===== config.mk =====
export PLATFORM = sky130hd
export DESIGN_NAME = csr_subsystem
export DESIGN_NICKNAME = d
export VERILOG_FILES = /design/src/csr_defs_pkg.sv /design/src/csr_ops_pkg.sv /design/src/csr_regs.sv /design/src/csr_op_unit.sv /design/src/trap_unit.sv /design/src/csr_write_arbiter.sv /design/src/csr_subsystem.sv
export SDC_FILE = /design/constraint.sdc
export NUM_CORES = 1
export LEC_CHECK = 0
export BUFFER_PORTS_ARGS = -buffer_cell sky130_fd_sc_hd__buf_2
export CAP_MARGIN = 5
export CORE_AREA = 2 2 232 234
export DETAILED_ROUTE_END_ITERATION = 16
export DIE_AREA = 0 0 234 236
export PLACE_DENSITY = 0.58
export REMOVE_ABC_BUFFERS = 1
export SETUP_SLACK_MARGIN = 0.5
export SYNTH_ARGS = -nofsm -noshare
export SYNTH_HDL_FRONTEND = slang
export SYNTH_HIERARCHICAL = 1
export SYNTH_SLANG_ARGS = --single-unit

===== constraint.sdc =====
create_clock -name clk -period 4.95 [get_ports clk]
set_input_delay 0.99 -clock clk [delete_from_list [all_inputs] [get_ports clk]]
set_output_delay 0.99 -clock clk [all_outputs]
set_load 0.02 [all_outputs]

===== src/csr_defs_pkg.sv =====
`default_nettype none

package csr_defs_pkg;

    // datapath and address widths
    localparam int xlen       = 64;
    localparam int csr_addr_w = 12;

    // machine-mode csr addresses
    localparam logic [csr_addr_w-1:0] csr_mstatus = 12'h300;
    localparam logic [csr_addr_w-1:0] csr_mtvec   = 12'h305;
    localparam logic [csr_addr_w-1:0] csr_mepc    = 12'h341;
    localparam logic [csr_addr_w-1:0] csr_mcause  = 12'h342;

    // mstatus field positions
    localparam int mstatus_mie_bit  = 3;
    localparam int mstatus_mpie_bit = 7;
    // mpp is two bits wide, starting here
    localparam int mstatus_mpp_lo   = 11;

    // only mie, mpie and mpp are implemented in mstatus
    localparam logic [xlen-1:0] mstatus_wmask =
        (64'd1 << mstatus_mie_bit) |
        (64'd1 << mstatus_mpie_bit) |
        (64'd3 << mstatus_mpp_lo);

    // direct mode only, so mtvec and mepc stay 4-byte aligned
    localparam logic [xlen-1:0] tvec_align_mask = ~64'd3;

endpackage

`default_nettype wire


===== src/csr_ops_pkg.sv =====
`default_nettype none

package csr_ops_pkg;

    // encoded like funct3[1:0] of csrrw, csrrs and csrrc
    typedef enum logic [1:0] {
        op_rw = 2'd1,
        op_rs = 2'd2,
        op_rc = 2'd3
    } csr_op_t;

    // exception cause field width
    localparam int cause_w = 6;

    // trap sequencer states
    typedef enum logic [2:0] {
        idle      = 3'd0,
        wr_epc    = 3'd1,
        wr_cause  = 3'd2,
        wr_status = 3'd3,
        redirect  = 3'd4
    } trap_state_t;

endpackage

`default_nettype wire


===== src/csr_regs.sv =====
`timescale 1ns/1ps
`default_nettype none

module csr_regs (
    input  logic                               clk,
    input  logic                               rst,

    // read port
    input  logic [csr_defs_pkg::csr_addr_w-1:0] raddr_i,
    output logic [csr_defs_pkg::xlen-1:0]       rdata_o,

    // write port
    input  logic                               wen_i,
    input  logic [csr_defs_pkg::csr_addr_w-1:0] waddr_i,
    input  logic [csr_defs_pkg::xlen-1:0]       wdata_i,

    // levels for the trap sequencer
    output logic [csr_defs_pkg::xlen-1:0]       mstatus_o,
    output logic [csr_defs_pkg::xlen-1:0]       mtvec_o,
    output logic [csr_defs_pkg::xlen-1:0]       mepc_o
);

    import csr_defs_pkg::*;

    logic [xlen-1:0] mstatus_q;
    logic [xlen-1:0] mtvec_q;
    logic [xlen-1:0] mepc_q;
    logic [xlen-1:0] mcause_q;

    // write port, fields masked on the way in
    always_ff @(posedge clk) begin
        if (!rst) begin
            mstatus_q <= '0;
            mtvec_q   <= '0;
            mepc_q    <= '0;
            mcause_q  <= '0;
        end else if (wen_i) begin
            case (waddr_i)
                csr_mstatus: begin
                    mstatus_q <= wdata_i & mstatus_wmask;
                end
                csr_mtvec: begin
                    mtvec_q <= wdata_i & tvec_align_mask;
                end
                csr_mepc: begin
                    mepc_q <= wdata_i & tvec_align_mask;
                end
                csr_mcause: begin
                    mcause_q <= wdata_i;
                end
                default: begin
                    // unknown address, write dropped
                end
            endcase
        end
    end

    // combinational read mux
    always_comb begin
        case (raddr_i)
            csr_mstatus: rdata_o = mstatus_q;
            csr_mtvec:   rdata_o = mtvec_q;
            csr_mepc:    rdata_o = mepc_q;
            csr_mcause:  rdata_o = mcause_q;
            default:     rdata_o = '0;
        endcase
    end

    assign mstatus_o = mstatus_q;
    assign mtvec_o   = mtvec_q;
    assign mepc_o    = mepc_q;

endmodule

`default_nettype wire


===== src/csr_op_unit.sv =====
`timescale 1ns/1ps
`default_nettype none

module csr_op_unit (
    input  logic                                clk,
    input  logic                                rst,

    // instruction issue
    input  logic                                op_valid_i,
    input  csr_ops_pkg::csr_op_t                op_i,
    input  logic [csr_defs_pkg::csr_addr_w-1:0] op_addr_i,
    input  logic [csr_defs_pkg::xlen-1:0]       op_src_i,

    // csr read port
    output logic [csr_defs_pkg::csr_addr_w-1:0] raddr_o,
    input  logic [csr_defs_pkg::xlen-1:0]       rdata_i,

    // write request to the arbiter
    output logic                                wreq_o,
    output logic [csr_defs_pkg::csr_addr_w-1:0] waddr_o,
    output logic [csr_defs_pkg::xlen-1:0]       wdata_o,
    input  logic                                grant_i,

    // completion
    output logic                                done_o,
    output logic [csr_defs_pkg::xlen-1:0]       rd_o
);

    import csr_defs_pkg::*;
    import csr_ops_pkg::*;

    logic                  pend_q;
    logic                  done_q;
    csr_op_t               op_q;
    logic [csr_addr_w-1:0] addr_q;
    logic [xlen-1:0]       src_q;
    logic [xlen-1:0]       rd_q;

    csr_op_t               cur_op;
    logic [csr_addr_w-1:0] cur_addr;
    logic [xlen-1:0]       cur_src;
    logic [xlen-1:0]       new_val;

    // issue cycle uses the live inputs, later cycles the latched copy
    assign cur_op   = pend_q ? op_q   : op_i;
    assign cur_addr = pend_q ? addr_q : op_addr_i;
    assign cur_src  = pend_q ? src_q  : op_src_i;

    // read-modify-write on the value seen in the grant cycle
    always_comb begin
        case (cur_op)
            op_rw:   new_val = cur_src;
            op_rs:   new_val = rdata_i | cur_src;
            op_rc:   new_val = rdata_i & ~cur_src;
            default: new_val = rdata_i;
        endcase
    end

    assign wreq_o  = op_valid_i | pend_q;
    assign raddr_o = cur_addr;
    assign waddr_o = cur_addr;
    assign wdata_o = new_val;

    always_ff @(posedge clk) begin
        if (!rst) begin
            pend_q <= 1'b0;
            done_q <= 1'b0;
        end else begin
            // keep requesting while the trap unit owns the port
            pend_q <= wreq_o & ~grant_i;
            done_q <= grant_i;
        end
    end

    always_ff @(posedge clk) begin
        if (op_valid_i) begin
            op_q   <= op_i;
            addr_q <= op_addr_i;
            src_q  <= op_src_i;
        end
        if (grant_i) begin
            rd_q <= rdata_i;
        end
    end

    assign done_o = done_q;
    assign rd_o   = rd_q;

endmodule

`default_nettype wire


===== src/trap_unit.sv =====
`timescale 1ns/1ps
`default_nettype none

module trap_unit (
    input  logic                                clk,
    input  logic                                rst,

    // trap and return requests
    input  logic                                trap_i,
    input  logic [csr_ops_pkg::cause_w-1:0]     cause_i,
    input  logic [csr_defs_pkg::xlen-1:0]       pc_i,
    input  logic                                mret_i,

    // current csr levels
    input  logic [csr_defs_pkg::xlen-1:0]       mstatus_i,
    input  logic [csr_defs_pkg::xlen-1:0]       mtvec_i,
    input  logic [csr_defs_pkg::xlen-1:0]       mepc_i,

    // write request, always wins arbitration
    output logic                                wreq_o,
    output logic [csr_defs_pkg::csr_addr_w-1:0] waddr_o,
    output logic [csr_defs_pkg::xlen-1:0]       wdata_o,

    output logic                                busy_o,
    output logic                                redirect_valid_o,
    output logic [csr_defs_pkg::xlen-1:0]       redirect_pc_o
);

    import csr_defs_pkg::*;
    import csr_ops_pkg::*;

    trap_state_t          state_q;
    trap_state_t          state_d;
    logic                 is_mret_q;
    logic [xlen-1:0]      epc_q;
    logic [cause_w-1:0]   cause_q;
    logic [xlen-1:0]      status_trap;
    logic [xlen-1:0]      status_mret;

    // trap entry: stack mie into mpie, disable, mpp = machine
    always_comb begin
        status_trap = mstatus_i;
        status_trap[mstatus_mpie_bit] = mstatus_i[mstatus_mie_bit];
        status_trap[mstatus_mie_bit]  = 1'b0;
        status_trap[mstatus_mpp_lo +: 2] = 2'b11;
    end

    // mret: restore mie, set mpie, mpp back to user
    always_comb begin
        status_mret = mstatus_i;
        status_mret[mstatus_mie_bit]  = mstatus_i[mstatus_mpie_bit];
        status_mret[mstatus_mpie_bit] = 1'b1;
        status_mret[mstatus_mpp_lo +: 2] = 2'b00;
    end

    always_comb begin
        case (state_q)
            idle: begin
                if (trap_i) begin
                    state_d = wr_epc;
                end else if (mret_i) begin
                    state_d = wr_status;
                end else begin
                    state_d = idle;
                end
            end
            wr_epc:    state_d = wr_cause;
            wr_cause:  state_d = wr_status;
            wr_status: state_d = redirect;
            default:   state_d = idle;
        endcase
    end

    always_ff @(posedge clk) begin
        if (!rst) begin
            state_q   <= idle;
            is_mret_q <= 1'b0;
        end else begin
            state_q <= state_d;
            if (state_q == idle && (trap_i || mret_i)) begin
                // trap wins if both show up together
                is_mret_q <= ~trap_i;
            end
        end
    end

    always_ff @(posedge clk) begin
        if (state_q == idle && trap_i) begin
            epc_q   <= pc_i;
            cause_q <= cause_i;
        end
    end

    // one csr write per sequencer step
    always_comb begin
        wreq_o  = 1'b0;
        waddr_o = '0;
        wdata_o = '0;
        case (state_q)
            wr_epc: begin
                wreq_o  = 1'b1;
                waddr_o = csr_mepc;
                wdata_o = epc_q;
            end
            wr_cause: begin
                wreq_o  = 1'b1;
                waddr_o = csr_mcause;
                wdata_o = {{(xlen-cause_w){1'b0}}, cause_q};
            end
            wr_status: begin
                wreq_o  = 1'b1;
                waddr_o = csr_mstatus;
                wdata_o = is_mret_q ? status_mret : status_trap;
            end
            default: begin
            end
        endcase
    end

    assign busy_o           = (state_q != idle);
    assign redirect_valid_o = (state_q == redirect);
    assign redirect_pc_o    = is_mret_q ? mepc_i : mtvec_i;

endmodule

`default_nettype wire


===== src/csr_write_arbiter.sv =====
`timescale 1ns/1ps
`default_nettype none

module csr_write_arbiter (
    // trap sequencer, highest priority
    input  logic                                trap_wreq_i,
    input  logic [csr_defs_pkg::csr_addr_w-1:0] trap_waddr_i,
    input  logic [csr_defs_pkg::xlen-1:0]       trap_wdata_i,

    // csr instruction unit
    input  logic                                op_wreq_i,
    input  logic [csr_defs_pkg::csr_addr_w-1:0] op_waddr_i,
    input  logic [csr_defs_pkg::xlen-1:0]       op_wdata_i,
    output logic                                op_grant_o,

    // shared csr write port
    output logic                                wen_o,
    output logic [csr_defs_pkg::csr_addr_w-1:0] waddr_o,
    output logic [csr_defs_pkg::xlen-1:0]       wdata_o
);

    // op unit only gets the port when the trap unit is quiet
    assign op_grant_o = op_wreq_i & ~trap_wreq_i;

    assign wen_o = trap_wreq_i | op_wreq_i;

    always_comb begin
        if (trap_wreq_i) begin
            waddr_o = trap_waddr_i;
            wdata_o = trap_wdata_i;
        end else begin
            waddr_o = op_waddr_i;
            wdata_o = op_wdata_i;
        end
    end

endmodule

`default_nettype wire


===== src/csr_subsystem.sv =====
`timescale 1ns/1ps
`default_nettype none

module csr_subsystem (
    input  logic                                clk,
    input  logic                                rst,

    // csr instruction path
    input  logic                                op_valid_i,
    input  csr_ops_pkg::csr_op_t                op_i,
    input  logic [csr_defs_pkg::csr_addr_w-1:0] op_addr_i,
    input  logic [csr_defs_pkg::xlen-1:0]       op_src_i,
    output logic                                op_done_o,
    output logic [csr_defs_pkg::xlen-1:0]       op_rd_o,

    // trap path
    input  logic                                trap_i,
    input  logic [csr_ops_pkg::cause_w-1:0]     cause_i,
    input  logic [csr_defs_pkg::xlen-1:0]       pc_i,
    input  logic                                mret_i,
    output logic                                busy_o,
    output logic                                redirect_valid_o,
    output logic [csr_defs_pkg::xlen-1:0]       redirect_pc_o
);

    import csr_defs_pkg::*;

    // write requests
    logic                  op_wreq;
    logic [csr_addr_w-1:0] op_waddr;
    logic [xlen-1:0]       op_wdata;
    logic                  op_grant;
    logic                  trap_wreq;
    logic [csr_addr_w-1:0] trap_waddr;
    logic [xlen-1:0]       trap_wdata;

    // arbitrated write port
    logic                  csr_wen;
    logic [csr_addr_w-1:0] csr_waddr;
    logic [xlen-1:0]       csr_wdata;

    // read side
    logic [csr_addr_w-1:0] csr_raddr;
    logic [xlen-1:0]       csr_rdata;
    logic [xlen-1:0]       mstatus_q;
    logic [xlen-1:0]       mtvec_q;
    logic [xlen-1:0]       mepc_q;

    csr_regs u_csr_regs (
        .clk       (clk),
        .rst       (rst),
        .raddr_i   (csr_raddr),
        .rdata_o   (csr_rdata),
        .wen_i     (csr_wen),
        .waddr_i   (csr_waddr),
        .wdata_i   (csr_wdata),
        .mstatus_o (mstatus_q),
        .mtvec_o   (mtvec_q),
        .mepc_o    (mepc_q)
    );

    csr_op_unit u_csr_op_unit (
        .clk        (clk),
        .rst        (rst),
        .op_valid_i (op_valid_i),
        .op_i       (op_i),
        .op_addr_i  (op_addr_i),
        .op_src_i   (op_src_i),
        .raddr_o    (csr_raddr),
        .rdata_i    (csr_rdata),
        .wreq_o     (op_wreq),
        .waddr_o    (op_waddr),
        .wdata_o    (op_wdata),
        .grant_i    (op_grant),
        .done_o     (op_done_o),
        .rd_o       (op_rd_o)
    );

    trap_unit u_trap_unit (
        .clk              (clk),
        .rst              (rst),
        .trap_i           (trap_i),
        .cause_i          (cause_i),
        .pc_i             (pc_i),
        .mret_i           (mret_i),
        .mstatus_i        (mstatus_q),
        .mtvec_i          (mtvec_q),
        .mepc_i           (mepc_q),
        .wreq_o           (trap_wreq),
        .waddr_o          (trap_waddr),
        .wdata_o          (trap_wdata),
        .busy_o           (busy_o),
        .redirect_valid_o (redirect_valid_o),
        .redirect_pc_o    (redirect_pc_o)
    );

    csr_write_arbiter u_csr_write_arbiter (
        .trap_wreq_i  (trap_wreq),
        .trap_waddr_i (trap_waddr),
        .trap_wdata_i (trap_wdata),
        .op_wreq_i    (op_wreq),
        .op_waddr_i   (op_waddr),
        .op_wdata_i   (op_wdata),
        .op_grant_o   (op_grant),
        .wen_o        (csr_wen),
        .waddr_o      (csr_waddr),
        .wdata_o      (csr_wdata)
    );

endmodule

`default_nettype wire


# Word level (Yosys, flattened, before mapping)
# Index checks and enable logic that the tools add are counted.
[classes]
eq_ne = 15
muxes = 15
n_bitwise = 10
reduce_logical = 10
[ops]
columns = ["op", "n"]
rows = [
  ["$pmux 64 s3", 2],
  ["$pmux 64 s4", 1],
  ["$mux 64", 3],
  ["$eq 12x10->1 const B", 8],
  ["$and 64x64->64", 1],
  ["$not 64->64", 1],
  ["$or 64x64->64", 1],
  ["$pmux 10 s3", 1],
  ["$mux 12", 2],
  ["$mux 13", 1],
  ["$pmux 3 s4", 1],
  ["$reduce_and 2->1", 4],
  ["$eq 3x2->1 const B", 2],
  ["$eq 2x2->1 const B", 2],
  ["$mux 2", 2],
  ["$eq 3x1->1 const B", 1],
  ["$eq 3x3->1 const B", 1],
  ["$logic_not 3->1", 1],
  ["$mux 3", 1],
  ["$not 1->1", 3],
  ["$reduce_bool 3->1", 1],
  ["$reduce_or 3->1", 1],
  ["$and 1x1->1", 2],
  ["$eq 2x1->1 const B", 1],
  ["other kinds (4)", 6],
]
[word_totals]
regBits = 410
inputBits = 153
out_inout_bits = 131
wordCells = 64

# Logic depth before layout (Yosys ltp)
# Gate-level depths: netlist of the first run.
[logic_depth]
depth_word = 7
ltp_mapped = 14
mapped_depth_nobuf = 9

# Hierarchy
# The synthesis of the first run kept the hierarchy.
[by_module_without_submodules]
columns = ["module", "n_inst", "cells_each", "area_per_inst_um2", "seq_area_each_um2"]
rows = [
  ["csr_regs", 1, 944, 8993.6, 3843.7],
  ["csr_op_unit", 1, 468, 6964.2, 4304.1],
  ["trap_unit", 1, 273, 3971.3, 2182.1],
  ["csr_write_arbiter", 1, 87, 1006.0, 0.0],
]

# Least setup slack after synthesis of the first run
# Ideal clock, no wire load.
[synth_path]
path_type = "reg-to-reg"
startpoint = "register u_trap_unit.state_q[2]"
endpoint = "register u_csr_op_unit.pend_q"
setup_time_ps = 116
arrival_ps = 4450
required_time_ps = 4834
path_slack_ps = 384
stages_incl_launch_ff = 9
path_buffers = 5
synth_period_minus_slack_ps = 4566
path_cell_list = "dfxtp_1 -> buf_6 -> clkbuf_1 -> nor2_1 -> buf_6 -> buf_6 -> buf_6 -> nor2b_1 -> and3b_1"
[synth_via]
elab_chain_len = 7
word_cells_on_any_way = 9
cone_classes = "eq/ne (3); mux (1); bitwise (4); reduce/logical (1)"
[synth_rtl]
columns = ["item", "line_no", "source"]
rows = [
  ["from (decl)", "trap_unit.sv:32", "trap_state_t state_q;"],
  ["from (signal assigned)", "trap_unit.sv:76", "state_q <= idle;"],
  ["from (signal assigned)", "trap_unit.sv:79", "state_q <= state_d;"],
  ["$eq 3x1->1 or $eq 3x2->1 (tied branches)", "trap_unit.sv:99", "case (state_q)"],
  ["$reduce_or 3->1 (no line) *", "n/a", ""],
  ["$mux 1 *", "trap_unit.sv:99", ""],
  ["via trap_wreq", "csr_subsystem.sv:33", "logic trap_wreq;"],
  ["$not 1->1 *", "csr_write_arbiter.sv:23", "assign op_grant_o = op_wreq_i & ~trap_wreq_i;"],
  ["$and 1x1->1 *", "csr_write_arbiter.sv:23", ""],
  ["via op_grant", "csr_subsystem.sv:32", "logic op_grant;"],
  ["$not 1->1 *", "csr_op_unit.sv:70", "pend_q <= wreq_o & ~grant_i;"],
  ["$and 1x1->1 *", "csr_op_unit.sv:70", ""],
  ["to (signal assigned)", "csr_op_unit.sv:70", ""],
  ["to (decl)", "csr_op_unit.sv:32", "logic pend_q;"],
]
# Mark *: on every way through the listed nets, which the timed path passes. The rest lies on a longest branch.
# A chain may end at the register's enable or synchronous reset.

# Worst setup path after layout of the first run
[layout_path]
startpoint = "register u_trap_unit.is_mret_q"
endpoint = "output port redirect_pc_o[31] (netlist name)"
[layout_via]
elab_chain_len = 1
[layout_rtl]
columns = ["item", "line_no", "source"]
rows = [
  ["from (decl)", "trap_unit.sv:34", "logic is_mret_q;"],
  ["from (signal assigned)", "trap_unit.sv:82", "is_mret_q <= ~trap_i;"],
  ["$mux 64", "trap_unit.sv:122", "assign redirect_pc_o = is_mret_q ? mepc_i : mtvec_i;"],
  ["to (decl)", "csr_subsystem.sv:23", "output logic [csr_defs_pkg::xlen-1:0] redirect_pc_o"],
]
# Every way passes these cells.

==> impl_results.md, run 1 <==
- DRT iter0 DRCs: 937
- Final WS setup: 1.322 ns
- Max_cap viols: 0
- Total grt overflow: 0
- Max stage delay on crit path: 0.87 ns
- Status: complete, no violations
- Cts bufs inserted: 48
- Pwr Total: 8.535 mW
- Yosys warning count: 6
- Worst setup path endpoint: redirect_pc_o[31]
- Switching power: 2.293 mW
- Largest net degree at the start of global routing: 121
- Mapped Cells: 1,772
- CP required: 3.96 ns
- Total number of vias: 14,700
- Total track usage: 21.96%
- Clock skew: 0.01965 ns
- CP endpoint kind: output pin
- Unrepaired setup endpoints after global routing: false
- Clock network fraction of total power: 40.1%
- Clk slew on worst S/H paths: 0.06 ns
- H-tree depth: 2
- Hold WS: 0.4576 ns
- Synth Flop Type: edfxtp_1
- Drt total wl: 62,060 um
- Row cnt: 85
- CP arrival: 2.64 ns
- Worst-margin pin slew: 1.194 ns
- Initial Util: 39.45%
- Die span in y: 236 um
- Drt drc: 0
- Achievable frequency: 275.6 MHz
- Root buffer cell: clkbuf_16
- IO Pins: 284
- Leak: 9.603 nW
- Final core occ: 44.95%
- Core ar.: 53,070 um^2
- TritonCTS clock tree: built
- Initial antenna violation count: 5
- Min Tclk post-route: 3.628 ns
- CP max stage cell: dfxtp_4
- Post-synth cell types: 52
- Via density per instance: 5.438
- Final #Nets: 2,123
- Layout area overhead: 13.94%
- Hpwl dp: 35,780 um
- Pre-antenna DRT Iters: 5
- Post-synth EDFFs: 212
- Port buffer count: 281
- Sequential power share: 44.9%
- CP bufs+invs: 2
- Setup Buffers After CTS: 0
- Dpl ws: 1.266 ns
- Die ar.: 55,220 um^2
- Cts hold-fix bufs: 0
- Placer Congestion: 0.7549
- Max-slew violations: 0
- Crit path launch: u_trap_unit/is_mret_q
- CTS max path bufs: 3
- Placed Cells: 2,616
- CP Class: flop to output pin
- Worst-Skew Late Latency: 0.59 ns
- Reg2Reg Launch Point: u_trap_unit/state_q[1]
- Gate power share: 15.0%
- Final std cells w/o fill: 2,704
- Hold WC Path Type: flop to flop
- R2r endpoint: u_csr_regs/mcause_q[20]
- Ys async rst share: 0%
- CTS resizes: 0
- Critical Path Start Type: flop
- Worst vdd ir: 0.0002826 V
- Syn_area_per_cell: 11.81 um^2
- Period utilization: 73.30%
- CP cell instances: buf_4 > mux2_2 > buf_2
- Switching portion of total power: 26.87%
- Reg2Reg Setup Slack: 1.45 ns
- Layout cells sized above 1: 30.29%
- Vias in the first global route: 14,790
- Worst R2R Path Depth: 8
- Antenna-violating nets left: 0
- Post-synthesis register bit count: 410
- Routed len/inst: 22.95 um
- Global-route wire length before repair: 91,790 um
- Final setup viols: 0
- Delay-heaviest family, CP: flip-flops
- CP max FO: 43
- Seq/Total Area, Yosys: 49.34%
- Hold Violations, Final: 0
- Slew margin rel.: 20.41%
- Die width: 234 um
- Num Clock Sinks: 410
- Internal power consumption: 6.242 mW
- Cell depth of the worst setup path: 3
- Synthesized area: 20,940 um^2
- Pwr per Cell Area: 357.8 nW/um^2
[how the worst min path moves through the flow]
stage / startpoint / end / slack, ns / depth (start not counted)
global route: u_csr_regs/mcause_q[24] / u_csr_regs/mcause_q[24] / 0.47 / 2
finish: u_csr_regs/mcause_q[51] / u_csr_regs/mcause_q[51] / 0.46 / 2
global placement: u_csr_regs/mcause_q[0] / u_csr_regs/mcause_q[0] / 0.44 / 2
detailed placement: u_csr_regs/mcause_q[51] / u_csr_regs/mcause_q[51] / 0.45 / 2
floorplan: u_csr_regs/mcause_q[0] / u_csr_regs/mcause_q[0] / 0.43 / 2
CTS: u_csr_regs/mcause_q[1] / u_csr_regs/mcause_q[1] / 0.46 / 2
[worst min-delay path: cells and delay by family (launching register included)]
family | cells | cell delay [ns]
and+or+nand+nor | 1 | 0.05
muxes | 1 | 0.05
DFF | 1 | 0.31
[placed cells by master (no fill, tap or decap), types with 64 or more instances in the layout]
cell type and count:
a22o_1 113, mux2_2 134, mux2i_1 261, edfxtp_1 212, buf_2 279, dfxtp_1 196, inv_1 71, conb_1 71
o22ai_1 64, nand2_1 257
[kinds of logic after synthesis]
kind of cell | synth area share (%)
mux | 21.12
flops | 49.34
compound gates | 14.12
simple gates | 6.634
buf+inv | 8.666
xor+xnor | 0.08369
other cells | 0.03587
[state kept, by name (all words and copies together) (netlist names), 2 cells and up]
name and flops:
u_csr_op_unit/src_q 64, u_csr_regs/mcause_q 64, u_csr_op_unit/rd_o 64, u_trap_unit/state_q 3
u_csr_op_unit/op_q 2, u_csr_regs/mepc_o 62, u_csr_regs/mstatus_o 4, u_csr_regs/mtvec_o 62
u_csr_op_unit/addr_q 12, u_trap_unit/epc_q 64, u_trap_unit/cause_q 6
[per-layer routing]
layer	global-route usage, %	up-vias	wire length (um)
met2	36.12	462	29590
met5	0	-	27
met1	29.58	7320	27690
met4	6.502	4	1441
met3	3.603	99	3306
li1	-	6818	-
[power by group through the flow]
stage          clock [mW]  combinational [mW]  sequential [mW]
5_1_grt              3.64                1.37             3.85
3_5_place_dp            0                1.28             3.91
3_3_place_gp            0                1.27             3.91
2_1_floorplan           0               0.733             3.97
4_1_cts              3.51                1.28             3.84
6_report             3.42                1.28             3.83
[metrics by stage]
stage | TNS, ns | instance area [um^2]
6_report | 0 | 23850
5_1_grt | 0 | 23850
4_1_cts | 0 | 23850
3_5_place_dp | 0 | 22360
3_3_place_gp | 0 | 22360
2_1_floorplan | -1208.64 | 19650
[synthesized netlist by cell type, types with 2 or more instances]
cell type | instances | area [um^2]
mux2i_1 | 261 | 2613
nand2_1 | 257 | 964.7
edfxtp_1 | 212 | 6366
dfxtp_1 | 198 | 3964
mux2_2 | 134 | 1509
a22o_1 | 113 | 989.7
buf_4 | 106 | 795.8
inv_1 | 71 | 266.5
o22ai_1 | 64 | 400.4
a211oi_2 | 60 | 750.7
a32o_1 | 58 | 580.6
clkbuf_1 | 56 | 210.2
buf_2 | 43 | 215.2
buf_6 | 29 | 326.6
mux2_4 | 19 | 285.3
o32ai_1 | 9 | 78.83
a22oi_1 | 8 | 60.06
nor2_1 | 8 | 30.03
nand2b_1 | 6 | 37.54
nor2b_1 | 6 | 37.54
a211oi_1 | 5 | 37.54
and2_1 | 5 | 31.28
and3b_1 | 3 | 26.28
nor3_1 | 3 | 15.01
nor3b_1 | 3 | 22.52
o2bb2ai_1 | 3 | 26.28
and4_1 | 2 | 17.52
conb_1 | 2 | 7.510
nand4_1 | 2 | 12.51
or2_2 | 2 | 12.51
or3_1 | 2 | 12.51
xor2_1 | 2 | 17.52
[area by class of cell]
cell class                      instances  area, um^2
Antenna cell                            1       2.502
Clock buffer                           70        1366
Clock inverter                         17       128.9
Fill cell                            4914       29220
Inverter                               71       266.5
Multi-Input combinational cell       1126        9123
Sequential cell                       410       10340
Tap cell                              696       870.8
Timing Repair Buffer                  313        1758
No activity file was read; power rests on OpenSTA's default activity.
==> run 2: changes to the inputs <==
- clock period: 4.95 -> 3.6 ns (I/O delays scaled with it)
==> impl_results.md, run 2 (same netlist as run 1, synthesis figures left out) <==
- Initial antenna violation count: 3
- Delay-heaviest family, CP: simple AND/OR/NAND/NOR gates
- Global-route wire length before repair: 91,630 um
- Port buffer count: 281
- Pwr Total: 11.87 mW
- Final std cells w/o fill: 2,742
- Total track usage: 21.78%
- IO Pins: 284
- Hold path start: pc_i[14]
- Achievable frequency: 329.2 MHz
- Hold WS: 0.3036 ns
- Drt total wl: 63,810 um
- Critical Path Start Type: flop
- Clock skew: 0.01705 ns
- CP arrival: 3.54 ns
- Unrepaired setup endpoints after global routing: true
- CP max stage cell: or4b_4
- Placer Congestion: 0.7622
- Hold Violations, Final: 0
- Final #Nets: 2,158
- Drt drc: 0
- Total grt overflow: 0
- CP Class: flop to flop
- Pre-antenna DRT Iters: 5
- Routed len/inst: 23.27 um
- Root buffer cell: clkbuf_16
- Min Tclk post-route: 3.038 ns
- Commonest non-fill, non-tap cells in the layout: 279 x buf_2, 261 x mux2i_1, 257 x nand2_1, 212 x edfxtp_1, 196 x dfxtp_1
- Hold WC Path Type: primary input to flop
- Leak: 9.978 nW
- Setup TNS: 0 ns
- Layout area overhead: 17.07%
- Slew margin rel.: 24.93%
- Hpwl dp: 37,040 um
- Most common cell after layout, fill and taps aside: buf_2
- Max-slew violations: 0
- Vias in the first global route: 15,160
- Final setup viols: 0
- CP max FO: 15
- Status: complete, no violations
- Largest net degree at the start of global routing: 100
- CP cell instances: buf_6 > mux2_2 > or4b_4 > nor3_4 > buf_6 > buf_12 > a32o_1 > inv_1 > o22ai_1 > mux2_2 > nand2_1 > mux2i_1
- Reg2Reg Launch Point: u_csr_op_unit/pend_q
- CP endpoint kind: flop
- Crit path launch: u_csr_op_unit/pend_q
- Max stage delay on crit path: 0.60 ns
- Clk slew on worst S/H paths: 0.06 ns
- Core ar.: 53,070 um^2
- CP required: 4.10 ns
- Die ar.: 55,220 um^2
- Total number of vias: 14,940
- CP bufs+invs: 4
- Max_cap viols: 0
- TritonCTS clock tree: built
- Worst vdd ir: 0.0003541 V
- Period utilization: 84.39%
- Via density per instance: 5.449
- Antenna-violating nets left: 0
- Die width: 234 um
- Placed Cells: 2,632
- Die span in y: 236 um
- Layout cells sized above 1: 32.57%
- H-tree depth: 2
- CTS max path bufs: 3
- Final core occ: 46.18%
- DRT iter0 DRCs: 968
- Pwr per Cell Area: 484.2 nW/um^2
- Row cnt: 85
- Num Clock Sinks: 410
- Worst-Skew Late Latency: 0.59 ns
- Cts bufs inserted: 48
- Worst-margin pin slew: 1.126 ns
- Initial Util: 39.45%
-- run 2: cell types whose count changed in the layout (fill, tap and decap cells not counted), moves of 4 or more --
cell,previous run,this run
a32o_1,58,48
a32o_2,0,10
buf_12,8,18
buf_4,25,38
buf_6,0,7
clkbuf_8,5,9
clkinv_1,9,4
mux2_2,134,130
o32ai_1,9,5
-- run 2: path summary, 6_finish.rpt --
| kind | endpoint | slack, ns | cells past startpoint |
|---|---|---|---|
| worst min register to register | u_csr_regs/mcause_q[0] | 0.45 | 2 |
| worst max register to register | u_csr_regs/mcause_q[28] | 0.56 | 12 |
| worst max-delay path | u_csr_regs/mcause_q[28] | 0.56 | 12 |
| worst min-delay path | u_trap_unit/epc_q[14] | 0.30 | 1 |
-- run 2: timing repair --
| item | in CTS | in global routing |
|---|---|---|
| resized for setup | 2 | 38 |
| setup buffers | 1 | 13 |
| hold buffers | 0 | 0 |
| gates cloned | 0 | 5 |
| pin swaps | 1 | 8 |
| setup endpoints to repair | 102 | 166 |
-- run 2: final cells by class --
type / count / area, um^2
fill: 4855 / 28560
sequential: 410 / 10340
multi-input combinational: 1126 / 9234
timing repair buffer: 348 / 2265
clock buffer: 76 / 1408
tap: 696 / 870.8
inverter: 71 / 266.5
clock inverter: 14 / 125.1
antenna: 1 / 2.502
-- run 2: metrics by stage --
| stage | worst slack [ns] | area, um^2 |
|---|---|---|
| floorplan | -6.107 | 19650 |
| global placement | 0.3445 | 22610 |
| detailed placement | 0.2271 | 22610 |
| CTS | 0.4984 | 24170 |
| global route | 0.4570 | 24510 |
| finish | 0.5619 | 24510 |
-- run 2: power breakdown --
group          internal (mW)  switching [mW]
clock                   2.82            1.97
sequential              5.16          0.0885
combinational          0.711            1.12
total                   8.69            3.18
-- run 2: metal layers --
metal  part of all wire, %  global-route usage [%]
met5                 0.036                       0
met4                   2.4                   6.674
met3                   5.5                   3.385
met2                    47                   35.70
met1                    45                   29.46
